**config.mk**
```make
export PLATFORM = sky130hd
export DESIGN_NAME = sram_port_arbiter
export DESIGN_NICKNAME = d
export VERILOG_FILES = /design/src/hdl/mem_bus_pkg.sv /design/src/hdl/sram_port_arbiter.sv
export SDC_FILE = /design/constraint.sdc
export NUM_CORES = 1
export LEC_CHECK = 0
export BUFFER_PORTS_ARGS = -buffer_cell sky130_fd_sc_hd__buf_4
export CORE_AREA = 3 3 105 107
export DETAILED_ROUTE_END_ITERATION = 8
export DIE_AREA = 0 0 108 110
export GPL_TIMING_DRIVEN = 0
export PLACE_DENSITY = 0.69
export REMOVE_ABC_BUFFERS = 1
export SKIP_CTS_REPAIR_TIMING = 1
export SYNTH_ARGS = -nofsm -noshare
export SYNTH_HDL_FRONTEND = slang
export SYNTH_SLANG_ARGS = --single-unit
```
**constraint.sdc**
```tcl
create_clock -name clk -period 5.4 [get_ports clk]
set_input_delay 0.54 -clock clk [delete_from_list [all_inputs] [get_ports clk]]
set_output_delay 0.54 -clock clk [all_outputs]
set_load 0.05 [all_outputs]
```
**src/hdl/mem_bus_pkg.sv**
```systemverilog
package mem_bus_pkg;

    // byte address as seen on both SRAM-like ports and on AR/AW
    typedef logic [31:0] addr_t;

    // one data word, read or write
    typedef logic [31:0] data_t;

    // one strobe bit per byte lane of data_t
    typedef logic [3:0] strb_t;

    // RAM geometry
    localparam int MEM_WORDS  = 1024;   // 4 KiB of words
    localparam int WORD_IDX_W = 10;     // log2(MEM_WORDS)

    // word index sits at addr[WORD_IDX_W+1:2]
    // everything above is ignored, so addresses wrap every 4 KiB
    // byte offset addr[1:0] is dropped, lanes come from the strobe

endpackage

```
**src/hdl/sram_port_arbiter.sv**
```systemverilog
`timescale 1ns/1ps

module sram_port_arbiter
    import mem_bus_pkg::*;
(
    input  logic  clk,
    input  logic  rst_n,
    // fetch port, read only
    input  logic  inst_ce,
    input  addr_t inst_addr,
    output data_t inst_rdata,
    output logic  inst_rdata_valid,
    // data port
    input  logic  data_ce,
    input  logic  data_we,
    input  addr_t data_addr,
    input  data_t data_wdata,
    input  strb_t data_wmask,
    output data_t data_rdata,
    output logic  data_rdata_valid,
    output logic  data_write_finish,
    // towards the AXI master
    output logic  req_valid,
    output logic  req_we,
    output addr_t req_addr,
    output data_t req_wdata,
    output strb_t req_strb,
    input  logic  req_done,
    input  data_t req_rdata
);

    typedef enum logic [1:0] {
        OWN_NONE,
        OWN_INST,
        OWN_DATA
    } owner_e;

    owner_e owner;   // who the master is working for

    // grant register, data port wins a tie (older instruction)
    always_ff @(posedge clk or negedge rst_n) begin
        if (!rst_n) begin
            owner <= OWN_NONE;
        end else if (owner == OWN_NONE) begin
            if (data_ce) begin
                owner <= OWN_DATA;
            end else if (inst_ce) begin
                owner <= OWN_INST;
            end
        end else if (req_done) begin
            owner <= OWN_NONE;   // back to idle, waiting port picked next cycle
        end
    end

    // capture the winner's fields, held until req_done
    always_ff @(posedge clk) begin
        if (owner == OWN_NONE) begin
            if (data_ce) begin
                req_we    <= data_we;
                req_addr  <= data_addr;
                req_wdata <= data_wdata;
                req_strb  <= data_wmask;
            end else if (inst_ce) begin
                req_we    <= 1'b0;   // fetch only reads
                req_addr  <= inst_addr;
                req_wdata <= '0;
                req_strb  <= '0;
            end
        end
    end

    assign req_valid = (owner != OWN_NONE);

    // completions go straight back in the req_done cycle
    assign inst_rdata        = req_rdata;
    assign data_rdata        = req_rdata;
    assign inst_rdata_valid  = req_done && (owner == OWN_INST);
    assign data_rdata_valid  = req_done && (owner == OWN_DATA) && !req_we;
    assign data_write_finish = req_done && (owner == OWN_DATA) && req_we;

endmodule

```
[Word-level counts from Yosys, hierarchy flattened]
Index checks and enable logic that the tools add are counted.
Word-level totals
  register bits: 71
  input bits: 138
  word-level logic and storage cells: 31
Cells by class
  muxes and demuxes: 12
  equality and inequality tests: 3
  reductions and logical operators: 11
Operator list (number)
  $mux 32: 4
  $mux 2: 4
  $mux 4: 2
  $reduce_bool 2->1: 3
  $logic_and 1x1->1: 4
  $reduce_and 2->1: 2
  $ne 3x3->1 const B: 1
  $eq 2x1->1 const B: 1
  $eq 2x2->1 const B: 1
  $logic_not 2->1: 1
  $mux 1: 2
  $logic_not 1->1: 1

[Depth between registers and ports, before layout]
  depth in word-level cells: 3
  mapped depth: 4

[Least setup slack after synthesis]
No wires, ideal clock.
  kind: register to register
  start: register owner[1]
  end: register req_addr[0] (enable)
  data arrival time: 3.791 ns
  clock period less this slack: 4.288 ns
  path slack: 1.112 ns
  stages on the path, launching flop included: 3
  path buffers: 0
  library setup time: 0.497 ns
  cells stage by stage: dfrtp_1 or2_2 nor2_1
On the way
  longest elaborated chain between the ends: 2
Ends and longest elaborated chain
  start, declared: line sram_port_arbiter.sv:38  | owner_e owner;
  start signal, assigned: line sram_port_arbiter.sv:43  | owner <= OWN_NONE;
  start signal, assigned: line sram_port_arbiter.sv:46  | owner <= OWN_DATA;
  start signal, assigned: line sram_port_arbiter.sv:48  | owner <= OWN_INST;
  $logic_not 2->1: line sram_port_arbiter.sv:57  | if (owner == OWN_NONE) begin
  $reduce_and 2->1 (no source line)
  end signal, assigned: line sram_port_arbiter.sv:60  | req_addr <= data_addr;
  end signal, assigned: line sram_port_arbiter.sv:65  | req_addr <= inst_addr;
  end, declared: line sram_port_arbiter.sv:25  | output addr_t req_addr,
No other way between the ends.
A chain may end at the register's enable or synchronous reset.

[Final worst setup path]
  start: register owner[0]
  end: output port data_rdata_valid
On the way
  longest elaborated chain between the ends: 3
Ends and longest elaborated chain
  $eq 2x2->1: line sram_port_arbiter.sv:78  | assign data_rdata_valid = req_done && (owner == OWN_DATA) && !req_we;
  $logic_and 1x1->1 (2 in series): line sram_port_arbiter.sv:78
  end, declared: line sram_port_arbiter.sv:20  | output logic data_rdata_valid,
No other way between the ends.

==> metrics.cfg <==
[finish]
final_cell_mix=buf_4 (178), edfxtp_1 (69), and2_1 (37)
num-fill-cells=956
seq_area_sq_mm=0.002122
stdcell_count=485
final_cell_area_sq_mm=0.004569
multi_input_area_sq_um=670.6
layout-drive-gt1-share_pct=65.90
n_antenna_cell=0
nets=482
syn_to_final_growth_pct=37.97
layout_commonest_cell=buf_4

[global_route]
grt_max_degree=73
grt-ovfl-total=0
grt_pass1_vias=2059
grt_pass1_wl_microns=11940
grtUsageTotal_pct=14.00
grt_antenna_before_repair=0

[placed_design]
place_area_sq_mm=0.004343
post-place-cells=468
place_hpwl_microns=6867
pre_cts_ws_ns=3.190
io_buffers=178
place.gp.congestion=0.7249

[drt]
drc_errors=0
route.met2.wl_microns=3421
top_layer_used=met5
dr_wl_met3_microns=1696
vias_per_cell=4.406
wl_per_cell_microns=18.42
routedLengthMet1_microns=3666
antenna_left=0
drt_pass1_iterations=4
drtIter0Drc=88
vias=2137
totalWireLength_microns=8935

[run_status]
outcome=finished clean

[min_path]
holdPathStages=2
hold_path.startpoint=req_done
hold_end=owner[1]$_DFFE_PN0P_
hp-class=in -> reg

[worst_setup_path]
path_buf_inv=1
max_stage_delay_ns=0.44
r2r.worst_path.cells=3
critical_path_class=reg -> out
reg2reg_from=owner[1]$_DFFE_PN0P_
path_cells=nor4bb_1, buf_4
worstPathMaxFanout=6
crit_slowest_cell=dfrtp_1
end_kind=output port
cp.depth=2
critPathTopFamily=flip-flops
r2r_end=req_addr[27]$_DFFE_PP_
start_kind=register
r2r_setup_slack_ns=3.74
crit_required_ns=4.86
crit_arrival_ns=1.38

[synthesis]
synth-seq-area-share_pct=64.07
avgSynthCellArea_sq_um=14.79
synth_area_sq_mm=0.003312
synthCells=224
ys_types=19
synth_ff_type=edfxtp_1
synth-seq-cells=71
synth_edf_count=69
synthArstFlopShare_pct=2.817
ys_warn_count=0

[floorplan]
start_util_pct=32.37
ios=275
dieHeight_microns=110
die_x_microns=108
coreArea_sq_mm=0.01023
die-area_sq_mm=0.01188
num_rows=37

[power]
p_per_area_mw_per_mm2=363.3
ir_worst_vdd_mv=0.1325
p_leak_nw=1.945

[clock_tree]
clock_latency_ns=0.33
cts_root_buffer=clkbuf_8
cts_tree=built
htree_levels=3
clkTransAtPathRegs_ns=0.08
cts_buffers=9
clk_path_buf_depth=2
numClockSinks=71

[timing]
rsz0062_at_grt=false
finalSetupViolCount=0
fin_crit_ns=1.925
fin_ws_ns=3.475
fmax_ghz=0.5196
maxSlewViolCount=0
fin_crit_sh_pct=35.64
clock_skew_ns=0.01412
worstMarginPinSlew_ns=0.6999
slew_headroom_pct=53.34
hold_viol=0

[job]
cap_viol_max_count=0

[per-layer routing]
metal / up-vias / global-route usage, %
met5: - / 5.357
met2: 200 / 16.34
met3: 12 / 12.58
met4: 2 / 4.869
li1: 954 / -
met1: 969 / 17.46
[per-stage QoR]
| stage | utilization [%] | hold WS, ns | total power [W] | TNS [ns] |
|---|---|---|---|---|
| global placement | 41.98 | 0.3237 | 0.001203 | -31.98 |
| detailed placement | 42.45 | 0.3259 | 0.001211 | 0 |
| finish | 44.66 | 0.4039 | 0.001660 | 0 |
| floorplan | - | 0.2444 | 0.001024 | 0 |
| CTS | 44.56 | -0.05555 | 0.001683 | 0 |
| global route | 44.66 | 0.3915 | 0.001732 | 0 |
[flip-flops by register name, summed over array words and instances (netlist names)]
signal	flops
req_addr	32
req_wdata	32
req_strb	4
owner	2
req_we	1
[final cells by class]
class | count | area share, %
clock inverter | 7 | 2.026
timing repair buffer | 181 | 30.34
clock buffer | 9 | 2.711
multi-input combinational | 80 | 14.68
tap | 136 | 3.724
sequential | 71 | 46.44
inverter | 1 | 0.08215
[cells in the mapped netlist (all sizes together), types with 2 or more instances]
cell / count / share of area (%)
buf: 68 / 15
clkbuf: 4 / 0.49
edfxtp: 69 / 63
and2: 37 / 7.0
nor2: 3 / 0.34
mux2: 32 / 11
dfrtp: 2 / 1.5
[worst reg2reg max path, stage by stage (launching register included)]
cell and delay [ns]:
dfrtp_1 0.44, or2_2 0.35, nor2_4 0.29, buf_12 0.26
[worst max-delay path by stage]
stage               slack (ns)                endpoint            startpoint
global route              3.37        data_rdata_valid  owner[0]$_DFFE_PN0P_
detailed placement        3.19  req_addr[25]$_DFFE_PP_               data_ce
finish                    3.48        data_rdata_valid  owner[0]$_DFFE_PN0P_
floorplan                 1.11   req_addr[0]$_DFFE_PP_  owner[1]$_DFFE_PN0P_
global placement         -0.47  req_addr[25]$_DFFE_PP_               data_ce
CTS                       3.47        data_rdata_valid  owner[0]$_DFFE_PN0P_
[cells by family (layout without fill, tap and decap cells)]
kind of cell | count (synthesis) | after routing | share of synthesized area, %
compound gates | 1 | 1 | 0.1510
buf+inv | 73 | 198 | 15.90
flops | 71 | 71 | 64.07
mux | 33 | 33 | 11.18
simple gates | 46 | 46 | 8.689
[power breakdown]
| part | internal [W] | switching, W | leakage [nW] | total (W) |
|---|---|---|---|---|
| combinational | 0.000165 | 0.000318 | 1.14 | 0.000483 |
| sequential | 0.000691 | 0.0000196 | 0.692 | 0.000711 |
| clock | 0.000261 | 0.000205 | 0.114 | 0.000466 |
| total | 0.00112 | 0.000543 | 1.95 | 0.00166 |
No activity file was read; power rests on OpenSTA's default activity.
