<file path="src/hdl/mem_bus_pkg.sv">
package mem_bus_pkg;

    // byte address as seen on both SRAM-like ports and on AR/AW
    typedef logic [31:0] addr_t;

    // one data word, read or write
    typedef logic [31:0] data_t;

    // one strobe bit per byte lane of data_t
    typedef logic [3:0] strb_t;

    // RAM geometry
    localparam int MEM_WORDS  = 1024;   // 4 KiB of words
    localparam int WORD_IDX_W = 10;     // log2(MEM_WORDS)

    // word index sits at addr[WORD_IDX_W+1:2]
    // everything above is ignored, so addresses wrap every 4 KiB
    // byte offset addr[1:0] is dropped, lanes come from the strobe

endpackage

</file>
<file path="src/hdl/axi_lite_master.sv">
`timescale 1ns/1ps

module axi_lite_master
    import mem_bus_pkg::*;
(
    input  logic  clk,
    input  logic  rst_n,
    // request from the arbiter
    input  logic  req_valid,
    input  logic  req_we,
    input  addr_t req_addr,
    input  data_t req_wdata,
    input  strb_t req_strb,
    output logic  req_done,
    output data_t req_rdata,
    // AR channel
    output logic  ar_valid,
    input  logic  ar_ready,
    output addr_t ar_addr,
    // R channel
    input  logic  r_valid,
    output logic  r_ready,
    input  data_t r_data,
    // AW channel
    output logic  aw_valid,
    input  logic  aw_ready,
    output addr_t aw_addr,
    // W channel
    output logic  w_valid,
    input  logic  w_ready,
    output data_t w_data,
    output strb_t w_strb,
    // B channel
    input  logic  b_valid,
    output logic  b_ready
);

    typedef enum logic [2:0] {
        ST_IDLE,
        ST_RD_ADDR,
        ST_RD_DATA,
        ST_WR_REQ,
        ST_WR_RESP,
        ST_DONE
    } state_e;

    state_e state;
    logic   aw_done;   // AW already taken by the slave
    logic   w_done;    // W already taken by the slave
    logic   aw_ok;
    logic   w_ok;
    data_t  rdata_q;   // read word kept for the done pulse

    // accepted earlier or in this very cycle
    assign aw_ok = aw_done || (aw_valid && aw_ready);
    assign w_ok  = w_done || (w_valid && w_ready);

    always_ff @(posedge clk or negedge rst_n) begin
        if (!rst_n) begin
            state   <= ST_IDLE;
            aw_done <= 1'b0;
            w_done  <= 1'b0;
        end else begin
            case (state)
                ST_IDLE: begin
                    aw_done <= 1'b0;
                    w_done  <= 1'b0;
                    if (req_valid) begin
                        state <= req_we ? ST_WR_REQ : ST_RD_ADDR;
                    end
                end
                ST_RD_ADDR: if (ar_ready) state <= ST_RD_DATA;
                ST_RD_DATA: if (r_valid) state <= ST_DONE;
                ST_WR_REQ: begin
                    if (aw_ok && w_ok) begin
                        state   <= ST_WR_RESP;
                        aw_done <= 1'b0;
                        w_done  <= 1'b0;
                    end else begin
                        aw_done <= aw_ok;   // AW and W may land in different cycles
                        w_done  <= w_ok;
                    end
                end
                ST_WR_RESP: if (b_valid) state <= ST_DONE;
                ST_DONE:    state <= ST_IDLE;   // single pulse then idle
                default:    state <= ST_IDLE;
            endcase
        end
    end

    always_ff @(posedge clk) begin
        if (r_valid && r_ready) begin
            rdata_q <= r_data;
        end
    end

    // channel controls straight from state
    assign ar_valid  = (state == ST_RD_ADDR);
    assign r_ready   = (state == ST_RD_DATA);
    assign aw_valid  = (state == ST_WR_REQ) && !aw_done;
    assign w_valid   = (state == ST_WR_REQ) && !w_done;
    assign b_ready   = (state == ST_WR_RESP);
    assign req_done  = (state == ST_DONE);
    assign req_rdata = rdata_q;

    // fields come straight from the arbiter's held request
    assign ar_addr = req_addr;
    assign aw_addr = req_addr;
    assign w_data  = req_wdata;
    assign w_strb  = req_strb;

endmodule

</file>
<file path="config.mk">
export PLATFORM = sky130hd
export DESIGN_NAME = axi_lite_master
export DESIGN_NICKNAME = d
export VERILOG_FILES = /design/src/hdl/mem_bus_pkg.sv /design/src/hdl/axi_lite_master.sv
export SDC_FILE = /design/constraint.sdc
export NUM_CORES = 1
export LEC_CHECK = 0
export ABC_AREA = 1
export BUFFER_PORTS_ARGS = -buffer_cell sky130_fd_sc_hd__buf_2
export CAP_MARGIN = 5
export CORE_AREA = 2 2 96 98
export DETAILED_ROUTE_END_ITERATION = 10
export DIE_AREA = 0 0 98 100
export PLACE_DENSITY_LB_ADDON = 0.05
export RECOVER_POWER = 25
export SETUP_SLACK_MARGIN = 0.2
export SYNTH_ARGS = -nofsm -noshare
export SYNTH_HDL_FRONTEND = slang
export SYNTH_SLANG_ARGS = --single-unit
</file>
<file path="constraint.sdc">
create_clock -name clk -period 3.87 [get_ports clk]
set_input_delay 0.387 -clock clk [delete_from_list [all_inputs] [get_ports clk]]
set_output_delay 0.387 -clock clk [all_outputs]
set_load 0.01 [all_outputs]
</file>
* After elaboration in Yosys (flattened, before gate mapping)
Cells that the tools add are included.
Operators by class: equality and inequality tests 10, reduce and logical (&&, ||, !) cells 13, multiplexer cells 11
Operator list (count):
- 3-bit 2-to-1 mux | 5
- 3-bit case mux with 5 select lines | 1
- 2-bit != test, second input constant | 4
- 3-bit by 2-bit == test with 1-bit output, second input constant | 2
- 3-bit == test, second input constant | 2
- 1-bit logical AND | 6
- 5-bit AND reduction | 1
- 1-bit case mux with 2 select lines | 2
- 3-bit by 1-bit == test with 1-bit output, second input constant | 1
- 3-bit zero test | 1
- 1-bit zero test | 2
- 1-bit logical OR | 2
- 1-bit 2-to-1 mux | 2
- 2-bit 2-to-1 mux | 1
- 2-bit by 1-bit != test with 1-bit output, second input constant | 1
- 2-bit nonzero test | 1
Storage, ports and cells: flip-flop bits (word level) 37, output and inout port bits 138, logic and storage cells 38, bits of input ports 109

* Depth between registers and ports, before layout
depth in word-level cells 7, gate-level depth with buffers 9, mapped depth without buffers 8

* Worst setup path before layout
No wires, ideal clock.
kind reg-to-reg, start point reg state[2], end point reg rdata_q[0], in the netlist req_rdata[0] (enable), data required time 3409 ps, path buffers 0, data arrival time 2839 ps, path slack 570 ps, cell stages (with the launch flop) 4, clock period less this slack 3300 ps, setup time 461 ps, path through dfrtp_1 -> nor2_1 -> inv_1 -> nor3_1
Between the ends: cells in the longest elaborated chain, start to end 2
RTL lines:
- start: declaration | line axi_lite_master.sv:47 | state_e state;
- start signal: assignment | line axi_lite_master.sv:69 | state <= req_we ? ST_WR_REQ : ST_RD_ADDR;
- 3-bit by 2-bit == test with 1-bit output | line axi_lite_master.sv:99 | assign r_ready = (state == ST_RD_DATA);
- 1-bit logical AND | line axi_lite_master.sv:92 | if (r_valid && r_ready) begin
- end signal: assignment | line axi_lite_master.sv:93 | rdata_q <= r_data;
- end: declaration | line axi_lite_master.sv:52 | data_t rdata_q;
No other way between the ends. A chain may end at the register's enable or synchronous reset.

* Final worst setup path
start point reg state[1], end point reg rdata_q[9], in the netlist req_rdata[9] (enable)
The elaborated chain is that of the path after synthesis.

==> flow_results.org <==
** Outcome
- Run status :: finished, final reports clean

** STA
- The final hold violation count was 0.
- Worst Max-Slew Pin Slew :: 0.880 ns
- Dividing the final minimum period by the clock period gives 56.2%.
- For this run, the top clock speed supported by timing is 0.460 GHz.
- Total setup violations reported at the end of the flow :: 0
- Relative max-transition margin :: 41.0%
- Between clock sinks in the finished design, the worst skew comes to 0.00715 ns.
- The clock period could shrink to 2.18 ns.
- For the final routed database, the setup TNS stands at 0 ns.
- Setup repair after global routing left no endpoint under its margin.
- In the post-route analysis, the smallest setup slack over all paths is 1.69 ns.
- The final max-slew violation count came to 0.

** Global route
- The first global-routing pass estimated 5440 um of wire.
- Global routing finished with a remaining overflow of 0.
- Number of global-route vias before repair :: 1,113
- Entering global routing, the biggest net connects 23 pins.
- Initial antenna violation count :: 0
- For this run, the total global-route usage over all layers was measured as 6.99%.

** Layout
- Most common cell after layout, fill and taps aside :: sky130_fd_sc_hd__buf_2
- The number of antenna diodes in the final layout is 0.
- The top cell types in the final layout, fill and taps aside, are sky130_fd_sc_hd__buf_2, sky130_fd_sc_hd__edfxtp_1, sky130_fd_sc_hd__nand2_1.
- The final layout contains 289 nets.
- Total non-filler cell area in the finished layout :: 0.00200 mm^2
- Registers take 0.00109 mm^2.
- The finished layout holds 292 standard cells, fillers aside.
- Of the cells placed in the final design, the portion with a size suffix greater than 1 is 49.7%.
- Core Util, Final :: 22.5%
- From synthesis to final layout, the design area changed by -4.66%.
- Filler cells :: 964
- In the final layout, the multi-input gates occupy 203 um^2.

** Yosys
- The mapped netlist covers 0.00209 mm^2.
- Counting flops and latches in the post-synthesis netlist gives 37.
- Proportion of synthesized chip area in sequential cells :: 51.9%
- Synthesis handed over a netlist of 194 instances.
- Net Count, Synth :: 303
- After Yosys synthesis, XOR and XNOR cells account for 0% of the synthesized area.
- Dominant combinational cell family by area after synthesis :: buffers and inverters
- The synthesized netlist devotes 1.08% of its cell area to compound gates.
- Share of synthesized registers carrying an async set or reset :: 13.5%
- For this run, the leading register cell type out of synthesis is sky130_fd_sc_hd__edfxtp_1.
- For this run, the number of Yosys warnings is 0.
- Post-Synthesis Mean Instance Area :: 10.8 um^2
- Adder-Cell Fraction of Synth Area :: 0%
- Yosys mapped a number of flops with a built-in enable equal to 32.
- Measured against the total synthesized area, the mux share comes to 0%.
- In this run, distinct cell masters in the synthesized netlist total 14.
- The synthesized netlist devotes 8.36% of its cell area to simple gates.

** Clocking
- After clock tree synthesis, the clock-pin slew on the worst setup and hold paths is 0.08 ns.
- CTS saw 37 sinks.
- The later pin in the worst-skew pair is clocked with a latency of 0.28 ns.
- TritonCTS created 5 clock buffers.
- The H-tree was split into 2 levels.
- Root Driver :: sky130_fd_sc_hd__clkbuf_8
- In this run the deepest clock path goes through 2 buffers.
- TritonCTS built the clock tree.

** Critical path
- Cell occurring most often along the worst timing path :: sky130_fd_sc_hd__inv_1
- The largest individual stage delay along the critical path comes from the cell sky130_fd_sc_hd__nor3_2.
- In this run the worst path has a maximum fanout of 22.
- Critical path cell sequence :: inv_1 -> nor2_1 -> inv_1 -> nor3_2 -> buf_4
- The worst setup path is captured at a register.
- Category of the worst setup path launch point :: register
- Buffers plus inverters on the worst setup path :: 3
- Endpoint required time on the critical path :: 3.84 ns
- Family of cells with the greatest summed delay on the critical path :: simple AND/OR/NAND/NOR gates
- For this run, the slowest stage of the critical path takes 0.67 ns.
- Setup CP Type :: reg -> reg
- At the worst endpoint, the arrival time is 2.14 ns.

** Floorplanning
- 247 I/O pins were placed.
- The total area inside the core boundary comes to 0.00889 mm^2.
- Initial core utilization :: 23.6%
- Die width :: 98 um
- Placement Rows :: 35
- Die extent in y :: 100 um
- Die footprint :: 0.00980 mm^2

** Route
- Vias per cell :: 3.77
- Total wire length after detailed routing :: 3640 um
- The first detailed-routing pass ran for 4 iterations.
- In the routed design, unresolved DRC markers number 0.
- After detailed routing, the average wire length per cell comes to 12.4 um.
- The detail route stage leaves a number of antenna-violating nets equal to 0.
- Violation count after the first detailed-route iteration :: 21
- Detailed-route via count :: 1,102

** Placement
- Final HPWL from detailed placement :: 2920 um
- Before CTS, the worst setup slack after placement is 1.62 ns.
- Cell Count Post-Placement :: 283
- Input and output buffers added on the ports amount to 78.
- After detailed placement, the total cell area comes to 0.00188 mm^2.
- RePlAce Congestion :: 0.744

** Power
- Power density of the placed cells :: 592 mW/mm^2
- Summed over all cells, the static leakage comes to 0.895 nW.
- Largest voltage drop on the vdd net :: 0.246 mV

** Min path
- The tightest min-delay check is of the in -> reg type.

** Run
- Max-Cap Viols :: 0
## worst reg2reg max path, stage by stage (launching register included)
cell and delay (ns):
sky130_fd_sc_hd__dfrtp_1 0.47, sky130_fd_sc_hd__inv_1 0.07, sky130_fd_sc_hd__nor2_1 0.12, sky130_fd_sc_hd__inv_1 0.09
sky130_fd_sc_hd__nor3_2 0.67, sky130_fd_sc_hd__buf_4 0.43
## what timing repair did
item / 4_1_cts / 5_1_grt
gates resized for setup: 0 / 0
buffers inserted: 0 / 0
hold buffers: 1 / 0
endpoints found under the hold margin: 5 / 0
## synth_stat cells, types with 2 or more instances
cell / n / share of area [%]
sky130_fd_sc_hd__nand3b_1: 2 / 0.72
sky130_fd_sc_hd__nor2_2: 2 / 0.60
sky130_fd_sc_hd__dfrtp_1: 5 / 6.0
sky130_fd_sc_hd__nor3_1: 2 / 0.48
sky130_fd_sc_hd__o2111ai_1: 2 / 0.84
sky130_fd_sc_hd__inv_1: 13 / 2.3
sky130_fd_sc_hd__nor2_1: 9 / 1.6
sky130_fd_sc_hd__buf_4: 101 / 36
sky130_fd_sc_hd__nand2_1: 14 / 2.5
sky130_fd_sc_hd__nand3_1: 9 / 2.2
sky130_fd_sc_hd__edfxtp_1: 32 / 46
## layer usage
layer | up-vias | track usage (%) | wire length [um]
met5 | - | 0 | 0
met4 | 0 | 3.21 | 97
met3 | 25 | 4.94 | 487
met2 | 100 | 10.7 | 1690
met1 | 485 | 7.29 | 1360
li1 | 492 | - | -
## logic make-up after synthesis
kind of cell,after synthesis
buffers and inverters,115
and+or+nand+nor,39
AOI/OAI and AO/OA,3
DFF,37
## where the power goes
group / total, mW / switching (mW) / internal [mW] / leakage (nW)
clock: 0.327 / 0.137 / 0.190 / 0.0518
combinational: 0.297 / 0.187 / 0.110 / 0.488
sequential: 0.558 / 0.0477 / 0.510 / 0.356
## per-stage QoR
step / power (mW) / hold WS [ns]
floorplan: 0.859 / 0.0914
global placement: 0.874 / 0.212
detailed placement: 0.873 / 0.218
CTS: 1.21 / 0.258
global route: 1.27 / 0.251
finish: 1.18 / 0.272
## registers in the layout (all words and copies together) (netlist names)
name / flops
aw_done: 1
req_rdata: 32
state: 3
w_done: 1
## final timing paths
path / start / to / slack (ns) / cells past startpoint
worst max-delay path: state[1]$_DFFE_PN0P_ / req_rdata[9]$_DFFE_PP_ / 1.69 / 5
worst min-delay path: r_data[29] / req_rdata[29]$_DFFE_PP_ / 0.27 / 1
worst max register to register: state[1]$_DFFE_PN0P_ / req_rdata[9]$_DFFE_PP_ / 1.69 / 5
worst min register to register: w_done$_DFFE_PN0P_ / w_done$_DFFE_PN0P_ / 0.57 / 2
max in group asynchronous: rst_n / state[0]$_DFFE_PN0P_ / 3.13 / 2
min in group asynchronous: rst_n / w_done$_DFFE_PN0P_ / 0.50 / 2
## final cells by class
| cell class | count | area share [%] |
|---|---|---|
| Inverter | 14 | 2.63 |
| Clock buffer | 5 | 3.45 |
| Timing Repair Buffer | 80 | 20.4 |
| Clock inverter | 3 | 2.07 |
| Tap cell | 111 | 6.95 |
| Multi-Input combinational cell | 42 | 10.2 |
| Sequential cell | 37 | 54.4 |
Power figures use the tool's default switching activity.
